===== src/include/fetch_macros.svh =====
`ifndef FETCH_MACROS_SVH
`define FETCH_MACROS_SVH

// Address widths
`define FETCH_ADDR_WIDTH   32
`define FETCH_PADDR_WIDTH  20
`define FETCH_PPN_WIDTH    8
`define FETCH_VPN_WIDTH    20

// PC after reset and PC wrap in bytes
`define FETCH_RESET_PC     32'h1000
`define FETCH_MEM_SIZE     32'h100000

// ITLB size
`define FETCH_ITLB_ENTRIES 4

// Instruction cache geometry
`define FETCH_LINE_BYTES   16
`define FETCH_CACHE_LINES  16

`endif


===== src/hw/fetch_types_pkg.sv =====
`include "fetch_macros.svh"

package fetch_types_pkg;

  // Core side addresses
  typedef logic [`FETCH_ADDR_WIDTH-1:0] vaddr_t;
  typedef logic [`FETCH_VPN_WIDTH-1:0]  vpn_t;
  typedef logic [`FETCH_PPN_WIDTH-1:0]  ppn_t;

  typedef logic [31:0] instruction_t;

  // Low byte holds the root page
  typedef logic [31:0] satp_t;

  typedef logic [3:0] excpt_cause_t;

  localparam excpt_cause_t EXC_NONE             = 4'd0;
  localparam excpt_cause_t EXC_INSTR_PAGE_FAULT = 4'd12;

endpackage : fetch_types_pkg


===== src/hw/mem_types_pkg.sv =====
`include "fetch_macros.svh"

package mem_types_pkg;

  typedef logic [`FETCH_PADDR_WIDTH-1:0] paddr_t;

  // One full refill beat
  typedef logic [`FETCH_LINE_BYTES*8-1:0] cache_line_t;

  typedef logic [1:0] access_size_t;

  // Fetch only ever reads words
  localparam access_size_t WORD = 2'd2;

endpackage : mem_types_pkg


===== src/hw/fetch_stage.sv =====
`timescale 1ns/1ps
`include "fetch_macros.svh"

module fetch_stage import fetch_types_pkg::*; import mem_types_pkg::*; (
  input  logic         clk_i,
  input  logic         rst_i,
  input  logic         vm_en_i,
  input  logic         trap_bypass_mmu_i,
  input  satp_t        satp_data_i,
  input  logic         flush_i,
  input  vaddr_t       next_pc_flush_i,
  input  logic         alu_branch_taken_i,
  input  vaddr_t       pc_branch_offset_i,
  input  logic         is_jump_i,
  input  vaddr_t       jump_address_i,
  input  logic         dec_stall_i,
  output logic         present_table_req_o,
  output ppn_t         present_table_ppn_o,
  input  logic         ppn_is_present_i,
  output logic         rd_req_valid_o,
  output paddr_t       mem_req_addr_o,
  output access_size_t req_access_size_o,
  input  logic         mem_gnt_i,
  input  logic         instr_valid_i,
  input  cache_line_t  instr_line_i,
  output logic         dec_valid_o,
  output logic         dec_excpt_o,
  output excpt_cause_t dec_excpt_cause_o,
  output vaddr_t       dec_pc_o,
  output instruction_t dec_instr_o
);

  typedef enum logic [2:0] {
    IDLE,
    MEM_REQ,
    MEM_WAIT,
    STALL,
    FLUSH
  } state_t;

  state_t state_q, state_d;
  vaddr_t pc_q, pc_d;
  vaddr_t pc_seq;
  paddr_t paddr;
  logic   mmu_enable;
  logic   take_item;

  // One entry stall buffer
  logic         buf_wr_en;
  vaddr_t       buf_pc_q;
  instruction_t buf_instr_q;
  logic         buf_excpt_q, buf_excpt_d;
  excpt_cause_t buf_cause_q, buf_cause_d;

  logic   itlb_hit;
  logic   itlb_wr_en;
  ppn_t   itlb_ppn;

  logic   iptw_req;
  logic   iptw_valid;
  logic   iptw_error;
  paddr_t iptw_paddr;

  logic         cache_state_reset;
  logic         cache_req;
  logic         cache_hit;
  logic         cache_ready;
  logic         cache_rvalid;
  instruction_t cache_rdata;

  itlb i_itlb (
    .clk_i   (clk_i),
    .rst_i   (rst_i),
    .flush_i (flush_i),
    .wr_en_i (itlb_wr_en),
    .vpn_i   (vpn_t'(pc_q[`FETCH_ADDR_WIDTH-1:12])),
    .ppn_i   (iptw_paddr[`FETCH_PADDR_WIDTH-1:12]),
    .hit_o   (itlb_hit),
    .ppn_o   (itlb_ppn)
  );

  iptw i_iptw (
    .req_i            (iptw_req),
    .ppn_is_present_i (ppn_is_present_i),
    .vaddr_i          (pc_q),
    .satp_data_i      (satp_data_i),
    .valid_o          (iptw_valid),
    .error_o          (iptw_error),
    .paddr_o          (iptw_paddr)
  );

  instr_cache i_instr_cache (
    .clk_i            (clk_i),
    .rst_i            (rst_i),
    .state_reset_i    (cache_state_reset),
    .cpu_req_i        (cache_req),
    .cpu_addr_i       (paddr),
    .cpu_ready_o      (cache_ready),
    .cpu_rdata_o      (cache_rdata),
    .cpu_rvalid_o     (cache_rvalid),
    .curr_cache_hit_o (cache_hit),
    .mem_req_o        (rd_req_valid_o),
    .mem_addr_o       (mem_req_addr_o),
    .mem_gnt_i        (mem_gnt_i),
    .mem_rvalid_i     (instr_valid_i),
    .mem_rdata_i      (instr_line_i)
  );

  assign mmu_enable        = vm_en_i && !trap_bypass_mmu_i;
  assign req_access_size_o = WORD;
  assign pc_seq            = vaddr_t'((pc_q + 32'd4) % `FETCH_MEM_SIZE);

  // Bare, ITLB hit or walked address
  always_comb begin
    if (!mmu_enable) begin
      paddr = pc_q[`FETCH_PADDR_WIDTH-1:0];
    end else if (itlb_hit) begin
      paddr = {itlb_ppn, pc_q[11:0]};
    end else begin
      paddr = iptw_paddr;
    end
  end

  always_comb begin
    state_d             = state_q;
    pc_d                = pc_q;
    take_item           = 1'b0;
    itlb_wr_en          = 1'b0;
    iptw_req            = 1'b0;
    present_table_req_o = 1'b0;
    present_table_ppn_o = '0;
    cache_req           = 1'b0;
    cache_state_reset   = 1'b0;
    buf_wr_en           = 1'b0;
    buf_excpt_d         = 1'b0;
    buf_cause_d         = EXC_NONE;
    dec_valid_o         = 1'b0;
    dec_excpt_o         = 1'b0;
    dec_excpt_cause_o   = EXC_NONE;
    dec_pc_o            = pc_q;
    dec_instr_o         = '0;

    if (flush_i) begin
      // Outstanding refill must drain before the new fetch
      pc_d    = next_pc_flush_i;
      state_d = cache_ready ? MEM_REQ : FLUSH;
    end else if (alu_branch_taken_i || is_jump_i) begin
      cache_state_reset = 1'b1;
      pc_d              = alu_branch_taken_i ? pc_branch_offset_i : jump_address_i;
      state_d           = MEM_REQ;
    end else begin
      case (state_q)
        IDLE: begin
          state_d = MEM_REQ;
        end
        MEM_REQ: begin
          if (mmu_enable && !itlb_hit) begin
            iptw_req            = 1'b1;
            present_table_req_o = 1'b1;
            present_table_ppn_o = iptw_paddr[`FETCH_PADDR_WIDTH-1:12];
            itlb_wr_en          = iptw_valid;
          end

          if (iptw_error) begin
            dec_valid_o       = 1'b1;
            dec_excpt_o       = 1'b1;
            dec_excpt_cause_o = EXC_INSTR_PAGE_FAULT;
            // PC holds so the same address is tried again
            if (dec_stall_i) begin
              buf_wr_en   = 1'b1;
              buf_excpt_d = 1'b1;
              buf_cause_d = EXC_INSTR_PAGE_FAULT;
              state_d     = STALL;
            end
          end else begin
            cache_req = 1'b1;
            if (cache_hit && cache_rvalid) begin
              take_item = 1'b1;
            end else begin
              state_d = MEM_WAIT;
            end
          end
        end
        MEM_WAIT: begin
          // Kept high so a request the cache was too busy to take is not lost
          cache_req = 1'b1;
          take_item = cache_rvalid;
        end
        STALL: begin
          dec_valid_o       = 1'b1;
          dec_excpt_o       = buf_excpt_q;
          dec_excpt_cause_o = buf_cause_q;
          dec_pc_o          = buf_pc_q;
          dec_instr_o       = buf_instr_q;
          if (!dec_stall_i) begin
            pc_d    = buf_excpt_q ? pc_q : pc_seq;
            state_d = MEM_REQ;
          end
        end
        FLUSH: begin
          if (cache_ready) begin
            state_d = MEM_REQ;
          end
        end
        default: state_d = IDLE;
      endcase

      if (take_item) begin
        dec_valid_o = 1'b1;
        dec_instr_o = cache_rdata;
        if (dec_stall_i) begin
          buf_wr_en = 1'b1;
          state_d   = STALL;
        end else begin
          pc_d    = pc_seq;
          state_d = MEM_REQ;
        end
      end
    end
  end

  always_ff @(posedge clk_i) begin
    if (!rst_i) begin
      state_q     <= IDLE;
      pc_q        <= `FETCH_RESET_PC;
      buf_excpt_q <= 1'b0;
    end else begin
      state_q <= state_d;
      pc_q    <= pc_d;
      if (buf_wr_en) begin
        buf_excpt_q <= buf_excpt_d;
      end
    end
  end

  always_ff @(posedge clk_i) begin
    if (buf_wr_en) begin
      buf_pc_q    <= pc_q;
      buf_instr_q <= cache_rdata;
      buf_cause_q <= buf_cause_d;
    end
  end

endmodule : fetch_stage


===== src/hw/fetch_top.sv =====
`timescale 1ns/1ps

module fetch_top import fetch_types_pkg::*; import mem_types_pkg::*; (
  input  logic         clk_i,
  input  logic         rst_i,
  input  logic         vm_en_i,
  input  logic         trap_bypass_mmu_i,
  input  satp_t        satp_data_i,
  input  logic         flush_i,
  input  vaddr_t       next_pc_flush_i,
  input  logic         alu_branch_taken_i,
  input  vaddr_t       pc_branch_offset_i,
  input  logic         is_jump_i,
  input  vaddr_t       jump_address_i,
  input  logic         dec_stall_i,
  output logic         present_table_req_o,
  output ppn_t         present_table_ppn_o,
  input  logic         ppn_is_present_i,
  output logic         rd_req_valid_o,
  output paddr_t       mem_req_addr_o,
  output access_size_t req_access_size_o,
  input  logic         mem_gnt_i,
  input  logic         instr_valid_i,
  input  cache_line_t  instr_line_i,
  output logic         dec_valid_o,
  output logic         dec_excpt_o,
  output excpt_cause_t dec_excpt_cause_o,
  output vaddr_t       dec_pc_o,
  output instruction_t dec_instr_o
);

  fetch_stage i_fetch_stage (
    .clk_i               (clk_i),
    .rst_i               (rst_i),
    .vm_en_i             (vm_en_i),
    .trap_bypass_mmu_i   (trap_bypass_mmu_i),
    .satp_data_i         (satp_data_i),
    .flush_i             (flush_i),
    .next_pc_flush_i     (next_pc_flush_i),
    .alu_branch_taken_i  (alu_branch_taken_i),
    .pc_branch_offset_i  (pc_branch_offset_i),
    .is_jump_i           (is_jump_i),
    .jump_address_i      (jump_address_i),
    .dec_stall_i         (dec_stall_i),
    .present_table_req_o (present_table_req_o),
    .present_table_ppn_o (present_table_ppn_o),
    .ppn_is_present_i    (ppn_is_present_i),
    .rd_req_valid_o      (rd_req_valid_o),
    .mem_req_addr_o      (mem_req_addr_o),
    .req_access_size_o   (req_access_size_o),
    .mem_gnt_i           (mem_gnt_i),
    .instr_valid_i       (instr_valid_i),
    .instr_line_i        (instr_line_i),
    .dec_valid_o         (dec_valid_o),
    .dec_excpt_o         (dec_excpt_o),
    .dec_excpt_cause_o   (dec_excpt_cause_o),
    .dec_pc_o            (dec_pc_o),
    .dec_instr_o         (dec_instr_o)
  );

endmodule : fetch_top


===== src/hw/instr_cache.sv =====
`timescale 1ns/1ps
`include "fetch_macros.svh"

module instr_cache import fetch_types_pkg::*; import mem_types_pkg::*; #(
  parameter int LINES = `FETCH_CACHE_LINES
) (
  input  logic         clk_i,
  input  logic         rst_i,
  input  logic         state_reset_i,
  input  logic         cpu_req_i,
  input  paddr_t       cpu_addr_i,
  output logic         cpu_ready_o,
  output instruction_t cpu_rdata_o,
  output logic         cpu_rvalid_o,
  output logic         curr_cache_hit_o,
  output logic         mem_req_o,
  output paddr_t       mem_addr_o,
  input  logic         mem_gnt_i,
  input  logic         mem_rvalid_i,
  input  cache_line_t  mem_rdata_i
);

  localparam int OFFSET_BITS = $clog2(`FETCH_LINE_BYTES);
  localparam int INDEX_BITS  = $clog2(LINES);
  localparam int TAG_BITS    = $bits(paddr_t) - INDEX_BITS - OFFSET_BITS;
  localparam int WSEL_BITS   = OFFSET_BITS - 2;

  typedef enum logic [1:0] {
    C_IDLE,
    C_REQ,
    C_WAIT,
    C_FILL
  } cache_state_t;

  cache_state_t state_q;

  logic [LINES-1:0]    valid_q;
  logic [TAG_BITS-1:0] tag_q  [LINES];
  cache_line_t         data_q [LINES];

  // Address of the refill in flight
  paddr_t req_addr_q;
  logic   drop_q;

  logic [INDEX_BITS-1:0] cpu_index;
  logic [TAG_BITS-1:0]   cpu_tag;
  logic                  tag_match;
  logic                  lookup_hit;
  logic                  miss_accept;

  paddr_t                rd_addr;
  logic [INDEX_BITS-1:0] rd_index;
  logic [WSEL_BITS-1:0]  rd_word;
  logic [INDEX_BITS-1:0] fill_index;

  assign cpu_index = cpu_addr_i[OFFSET_BITS +: INDEX_BITS];
  assign cpu_tag   = cpu_addr_i[$bits(paddr_t)-1 -: TAG_BITS];
  assign tag_match = valid_q[cpu_index] && (tag_q[cpu_index] == cpu_tag);

  assign lookup_hit  = (state_q == C_IDLE) && cpu_req_i && tag_match;
  assign miss_accept = (state_q == C_IDLE) && cpu_req_i && !tag_match;

  // After a refill the word comes from the line just written
  assign rd_addr     = (state_q == C_FILL) ? req_addr_q : cpu_addr_i;
  assign rd_index    = rd_addr[OFFSET_BITS +: INDEX_BITS];
  assign rd_word     = rd_addr[2 +: WSEL_BITS];
  assign cpu_rdata_o = data_q[rd_index][rd_word*32 +: 32];

  assign fill_index = req_addr_q[OFFSET_BITS +: INDEX_BITS];

  assign curr_cache_hit_o = lookup_hit;
  assign cpu_ready_o      = (state_q == C_IDLE);
  assign cpu_rvalid_o     = lookup_hit ||
                            ((state_q == C_FILL) && !drop_q && !state_reset_i);

  assign mem_req_o  = (state_q == C_REQ);
  assign mem_addr_o = {req_addr_q[$bits(paddr_t)-1:OFFSET_BITS], {OFFSET_BITS{1'b0}}};

  always_ff @(posedge clk_i) begin
    if (!rst_i) begin
      state_q <= C_IDLE;
      valid_q <= '0;
      drop_q  <= 1'b0;
    end else begin
      case (state_q)
        C_IDLE: begin
          if (miss_accept) begin
            state_q <= C_REQ;
            drop_q  <= 1'b0;
          end
        end
        C_REQ: begin
          if (mem_gnt_i) begin
            state_q <= C_WAIT;
          end
        end
        C_WAIT: begin
          if (mem_rvalid_i) begin
            state_q             <= C_FILL;
            valid_q[fill_index] <= 1'b1;
          end
        end
        C_FILL: begin
          state_q <= C_IDLE;
        end
        default: state_q <= C_IDLE;
      endcase

      // Refill still runs to the end but its word is not returned
      if (state_reset_i && (state_q != C_IDLE)) begin
        drop_q <= 1'b1;
      end
    end
  end

  always_ff @(posedge clk_i) begin
    if (miss_accept) begin
      req_addr_q <= cpu_addr_i;
    end
    if ((state_q == C_WAIT) && mem_rvalid_i) begin
      data_q[fill_index] <= mem_rdata_i;
      tag_q[fill_index]  <= req_addr_q[$bits(paddr_t)-1 -: TAG_BITS];
    end
  end

endmodule : instr_cache


===== src/hw/iptw.sv =====
`timescale 1ns/1ps

module iptw import fetch_types_pkg::*; import mem_types_pkg::*; (
  input  logic   req_i,
  input  logic   ppn_is_present_i,
  input  vaddr_t vaddr_i,
  input  satp_t  satp_data_i,
  output logic   valid_o,
  output logic   error_o,
  output paddr_t paddr_o
);

  ppn_t root_ppn;
  ppn_t vpn_low;
  ppn_t walk_ppn;

  assign root_ppn = satp_data_i[$bits(ppn_t)-1:0];
  assign vpn_low  = vaddr_i[12 +: $bits(ppn_t)];

  // Single level table where the page wraps modulo 256
  assign walk_ppn = root_ppn + vpn_low;

  assign paddr_o = {walk_ppn, vaddr_i[11:0]};

  // Present table answers in the same cycle
  assign valid_o = req_i && ppn_is_present_i;
  assign error_o = req_i && !ppn_is_present_i;

endmodule : iptw


===== src/hw/itlb.sv =====
`timescale 1ns/1ps
`include "fetch_macros.svh"

module itlb import fetch_types_pkg::*; #(
  parameter int ENTRIES = `FETCH_ITLB_ENTRIES
) (
  input  logic clk_i,
  input  logic rst_i,
  input  logic flush_i,
  input  logic wr_en_i,
  input  vpn_t vpn_i,
  input  ppn_t ppn_i,
  output logic hit_o,
  output ppn_t ppn_o
);

  localparam int PTR_W = $clog2(ENTRIES);

  logic [ENTRIES-1:0] valid_q;
  vpn_t               tag_q [ENTRIES];
  ppn_t               ppn_q [ENTRIES];
  logic [PTR_W-1:0]   victim_q;

  // Parallel compare over all entries
  always_comb begin
    hit_o = 1'b0;
    ppn_o = '0;
    for (int i = 0; i < ENTRIES; i++) begin
      if (valid_q[i] && (tag_q[i] == vpn_i)) begin
        hit_o = 1'b1;
        ppn_o = ppn_q[i];
      end
    end
  end

  always_ff @(posedge clk_i) begin
    if (!rst_i) begin
      valid_q  <= '0;
      victim_q <= '0;
    end else if (flush_i) begin
      valid_q <= '0;
    end else if (wr_en_i) begin
      valid_q[victim_q] <= 1'b1;
      victim_q          <= victim_q + 1'b1;
    end
  end

  always_ff @(posedge clk_i) begin
    if (wr_en_i && !flush_i) begin
      tag_q[victim_q] <= vpn_i;
      ppn_q[victim_q] <= ppn_i;
    end
  end

endmodule : itlb


===== config.mk =====
export PLATFORM = sky130hd
export DESIGN_NAME = fetch_top
export DESIGN_NICKNAME = d
export VERILOG_FILES = /design/src/hw/fetch_types_pkg.sv /design/src/hw/mem_types_pkg.sv /design/src/hw/fetch_stage.sv /design/src/hw/fetch_top.sv /design/src/hw/instr_cache.sv /design/src/hw/iptw.sv /design/src/hw/itlb.sv
export VERILOG_INCLUDE_DIRS = /design/src /design/src/include
export SDC_FILE = /design/constraint.sdc
export NUM_CORES = 2
export LEC_CHECK = 0
export BUFFER_PORTS_ARGS = -buffer_cell sky130_fd_sc_hd__buf_4
export CAP_MARGIN = 25
export CORE_ASPECT_RATIO = 1.75
export CORE_MARGIN = 1
export CORE_UTILIZATION = 55
export DETAILED_ROUTE_END_ITERATION = 8
export MAX_ROUTING_LAYER = met4
export PLACE_DENSITY = 0.72
export RECOVER_POWER = 100
export SLEW_MARGIN = 5
export SYNTH_ARGS = -nofsm -noshare
export SYNTH_HDL_FRONTEND = slang
export SYNTH_SLANG_ARGS = --single-unit

===== constraint.sdc =====
create_clock -name clk_i -period 13.7 [get_ports clk_i]
set_input_delay 0.685 -clock clk_i [delete_from_list [all_inputs] [get_ports clk_i]]
set_output_delay 0.685 -clock clk_i [all_outputs]
set_load 0.03 [all_outputs]

==> metrics list <==
- Total Routed Length: 240 mm
* Flop pwr share: 54.0%
- Congestion Overflow GR: 0
- Entering global routing, the biggest net connects 135 pins.
- Leaving out fill and tap cells, the most frequent cell in the layout is edfxtp_1.
- In the final layout, the share of cells above drive strength 1 is 20.6%.
- In this run the worst path has a maximum fanout of 98.
* Final total negative setup slack: 0 ps
- The cell area that synthesis handed to floorplanning was 98100 µm².
- Count of hold-fix buffers inserted at cts: 0
- Overall power after layout: 15.6 mW
- At the placement stage, the worst setup path has a slack of 6660 ps.
* Number of I/O pins: 369
- The core region is 177000 µm².
* RSZ-0062 raised after global routing: no
* Max-capacitance violation count: 52
* Start-to-end type of the worst setup path: flip-flop to flip-flop
- Most frequent cells in the layout: edfxtp_1, mux4_2, clkbuf_1
- The first TritonRoute pass finished after 6 iterations.
- Power per cell area: 143 nW/µm²
- Routability-driven placement finished with a final weighted congestion of 0.924.
- In the final layout, flip-flops and latches occupy 74300 µm².
- Total of cells resized after clock tree synthesis: 0
- The largest individual stage delay along the critical path comes from the cell clkbuf_1.
- Synth cell types: 80
* Worst stage delay on the critical path: 6000 ps
- After technology mapping, the gate count stands at 4898.
- Clock buffer depth: 4
- Overall Global Routing Usage: 27.6%
* Final core occ: 61.8%
- Summed over all instances, the cell type with the most area after synthesis is edfxtp_1.
- The routed layout has 50300 vias.
* Maximum vdd drop: 0.000142 V
- Data on the critical path arrives at its endpoint at 10910 ps.
* Part of the cycle the worst path needs: 77.0%
- Count of filler cells inserted in the layout: 12300
* Seq cells post-synth: 2496
- Setup slack closes at 3150 ps.
* FP Rows: 204
* Final net count: 5536
- The detail route stage leaves a number of antenna-violating nets equal to 0.
- EDFF count, synth: 2435
- Post-route minimum period: 10550 ps
- Number of post-CTS setup repair buffers: 0
- In this run the most critical hold path is launched from next_pc_flush_i[1].
- The final-report max-slew violation count was 2577.
- The clock network is responsible for 38.2% of the overall power.
- Hold Path End: i_fetch_stage.pc_q[1]
- The endpoint identified for the worst register-to-register timing path is i_fetch_stage.i_instr_cache.data_q[10][14].
- Clock net sink count: 2496
- The share of total power dissipated in combinational logic is 7.7%.
- Clk_lat worst skew: 870 ps
- The signal on the critical path passes through nand2b_1 > nor2_4 > clkbuf_1 > clkbuf_1.
- A synthesized cell averages 20.0 µm².
* DRC viols: 0
* Hold Vio Cnt, Final: 0
- The worst pin sits at a relative slew slack of -567%.
- Root Driver: clkbuf_16
- Hold WC Path Type: input pin to flip-flop
- Setup violations remaining at the end of the flow were counted as 0.
- Of all flip-flops after synthesis, the portion carrying an async set or reset was 0%.
- STA classifies the critical path endpoint as a flip-flop.
- STA puts the critical path data required time at 14060 ps.
- Critical R2R Launch: i_fetch_stage.i_instr_cache.req_addr_q[6]
- Cell repeated most along the worst path: clkbuf_1
* Wire length of the first global-routing pass: 348 mm
* Violations in the final reports: max-capacitance violations, max-slew violations
- In this run the register-to-register setup slack is 3150 ps.
* Area of the multi-input gates: 22400 µm²
* Seq/Total Area, Yosys: 75.8%
- H-tree depth: 4
- Vias in the first global route: 51500
* Most used flip-flop cell after synthesis: edfxtp_1
- Dividing the detail-routed via count by the number of cells gives 6.43.
- Actual transition at the worst max-transition pin: 10010 ps
* Worst reg-to-reg path cell count: 4
- The initial antenna violation count was 40.
* Cell count of the worst hold path: 3
* Count of buffers inserted at the top-level ports: 336
- Violation count after the first detailed-route iteration: 5322
- The die covers 180000 µm².
* TritonCTS clock tree: yes
* Cell internal power dissipation: 12.2 mW
- Die Height: 561 µm
* Die width: 321 µm
* DP HPWL: 131 mm
* Run status: finished, violations left
* Average detailed-routed wire length per instance: 30.7 µm
- The top cell type by area accounts for 74.5% of the synthesized area.
- STA classifies the critical path startpoint as a flip-flop.
- Summed over all cells, the static leakage comes to 33.8 nW.
- Once the floorplan was initialized, standard cells occupied 55.5% of the core.
* Net switching component of the power: 3.45 mW
- Clock-pin slew was measured on the worst setup and hold paths at 70 ps.
- Clock tree synthesis inserted a total of 217 buffers.
* Switching share of total power: 22.0%
- Top achievable clock speed: 94.8 MHz
- Between clock sinks in the finished design, the worst skew comes to 63.0 ps.
* Yosys Warn Count: 0
- By area the synthesized netlist is led by edfxtp_1, mux4_2, a211oi_1.
- Area added between synthesis and finish: 11.4%
## power by group through the flow
stage / Clock, mW / Sequential (mW) / Combinational, mW
after floorplan: 0 / 8.61 / 0.749
after global placement: 0 / 8.61 / 1.23
after detailed placement: 0 / 8.61 / 1.25
after CTS: 6.06 / 8.44 / 1.25
after global routing: 6.32 / 8.45 / 1.28
final: 5.98 / 8.45 / 1.21
## per-stage QoR
| step | hold slack, ps | area, µm² | cells |
|---|---|---|---|
| 2_1_floorplan | 424 | 98100 | 4904 |
| 3_3_place_gp | 438 | 104000 | 7393 |
| 3_5_place_dp | 446 | 104000 | 7400 |
| 4_1_cts | 39.7 | 110000 | 7782 |
| 5_1_grt | 91.5 | 109000 | 7810 |
| 6_report | 76.5 | 109000 | 7823 |
## worst max path at each step
stage	endpoint	from	slack [ps]	cells past startpoint
after floorplan	i_fetch_stage.i_instr_cache.data_q[0][0]	instr_valid_i	2290	3
after global placement	dec_instr_o[28]	i_fetch_stage.pc_q[12]	6530	15
after detailed placement	dec_instr_o[26]	flip-flop	6660	14
after CTS	dec_instr_o[26]	flip-flop	5730	14
after global routing	dec_instr_o[23]	i_fetch_stage.pc_q[4]	2750	14
final	i_fetch_stage.i_instr_cache.data_q[10][14]	i_fetch_stage.i_instr_cache.req_addr_q[6]	3150	4
## metal layers
| layer | wire length [µm] | up-vias | part of all wire (%) | GRT usage (%) |
|---|---|---|---|---|
| met4 | 13300 | 0 | 5.5 | 13.2 |
| met3 | 18000 | 485 | 7.5 | 4.17 |
| met2 | 122000 | 2290 | 51 | 45.6 |
| li1 | - | 21000 | - | - |
| met1 | 86800 | 26500 | 36 | 33.6 |
| met5 | 0 | - | 0 | - |
## cell usage after synthesis, types with 21 or more instances
cell type / count
edfxtp_1: 2435
mux4_2: 574
nand2_1: 296
clkbuf_1: 203
a211oi_1: 163
and2_1: 138
nor2_1: 107
a21oi_1: 92
buf_1: 82
a311oi_1: 72
a31oi_1: 67
dfxtp_1: 61
xnor2_1: 57
nand3_1: 46
mux2_2: 37
o21ai_0: 35
xor2_1: 35
buf_4: 30
nand4_1: 27
a221o_1: 25
a22o_1: 23
buf_2: 23
inv_1: 21
nor3_1: 21
## kinds of logic after synthesis
logic type | synth area share, %
adder cells (fa/ha/maj) | 0.224
buffers and inverters | 1.54
AO/OA/AOI/OAI | 4.20
XOR/XNOR | 0.821
flip-flops | 75.8
multiplexers | 13.8
AND/OR/NAND/NOR | 3.66
other | 0.00765
## flip-flops by register name (all words and copies together), names as in the netlist, 2 cells and up, named ones only
signal and count:
i_fetch_stage.i_itlb.ppn_q 32, i_fetch_stage.i_instr_cache.tag_q 192, i_fetch_stage.i_itlb.tag_q 80, i_fetch_stage.buf_pc_q 32
i_fetch_stage.i_instr_cache.state_q 2, i_fetch_stage.buf_instr_q 32, i_fetch_stage.state_q 3, i_fetch_stage.i_itlb.valid_q 4
i_fetch_stage.i_instr_cache.data_q 2048, i_fetch_stage.i_instr_cache.req_addr_q 18, i_fetch_stage.pc_q 20, i_fetch_stage.i_itlb.victim_q 2
i_fetch_stage.i_instr_cache.valid_q 16
## area by class of cell
| class | instances | share of cell area, % |
|---|---|---|
| clock inverters | 118 | 1.00 |
| multi-input cells | 2046 | 20.5 |
| inverters | 22 | 0.0756 |
| clock buffers | 264 | 5.24 |
| repair buffers | 469 | 2.32 |
| flip-flops and latches | 2496 | 68.0 |
| well taps | 2369 | 2.71 |
| diodes | 39 | 0.0893 |
## worst max-delay path, delay by kind of cell (launching register included)
kind	cells	cell delay (ps)
buffers and inverters	2	8810
flip-flops	1	590
AND/OR/NAND/NOR	2	590
Note: power is estimated with default switching activity, not from simulation.
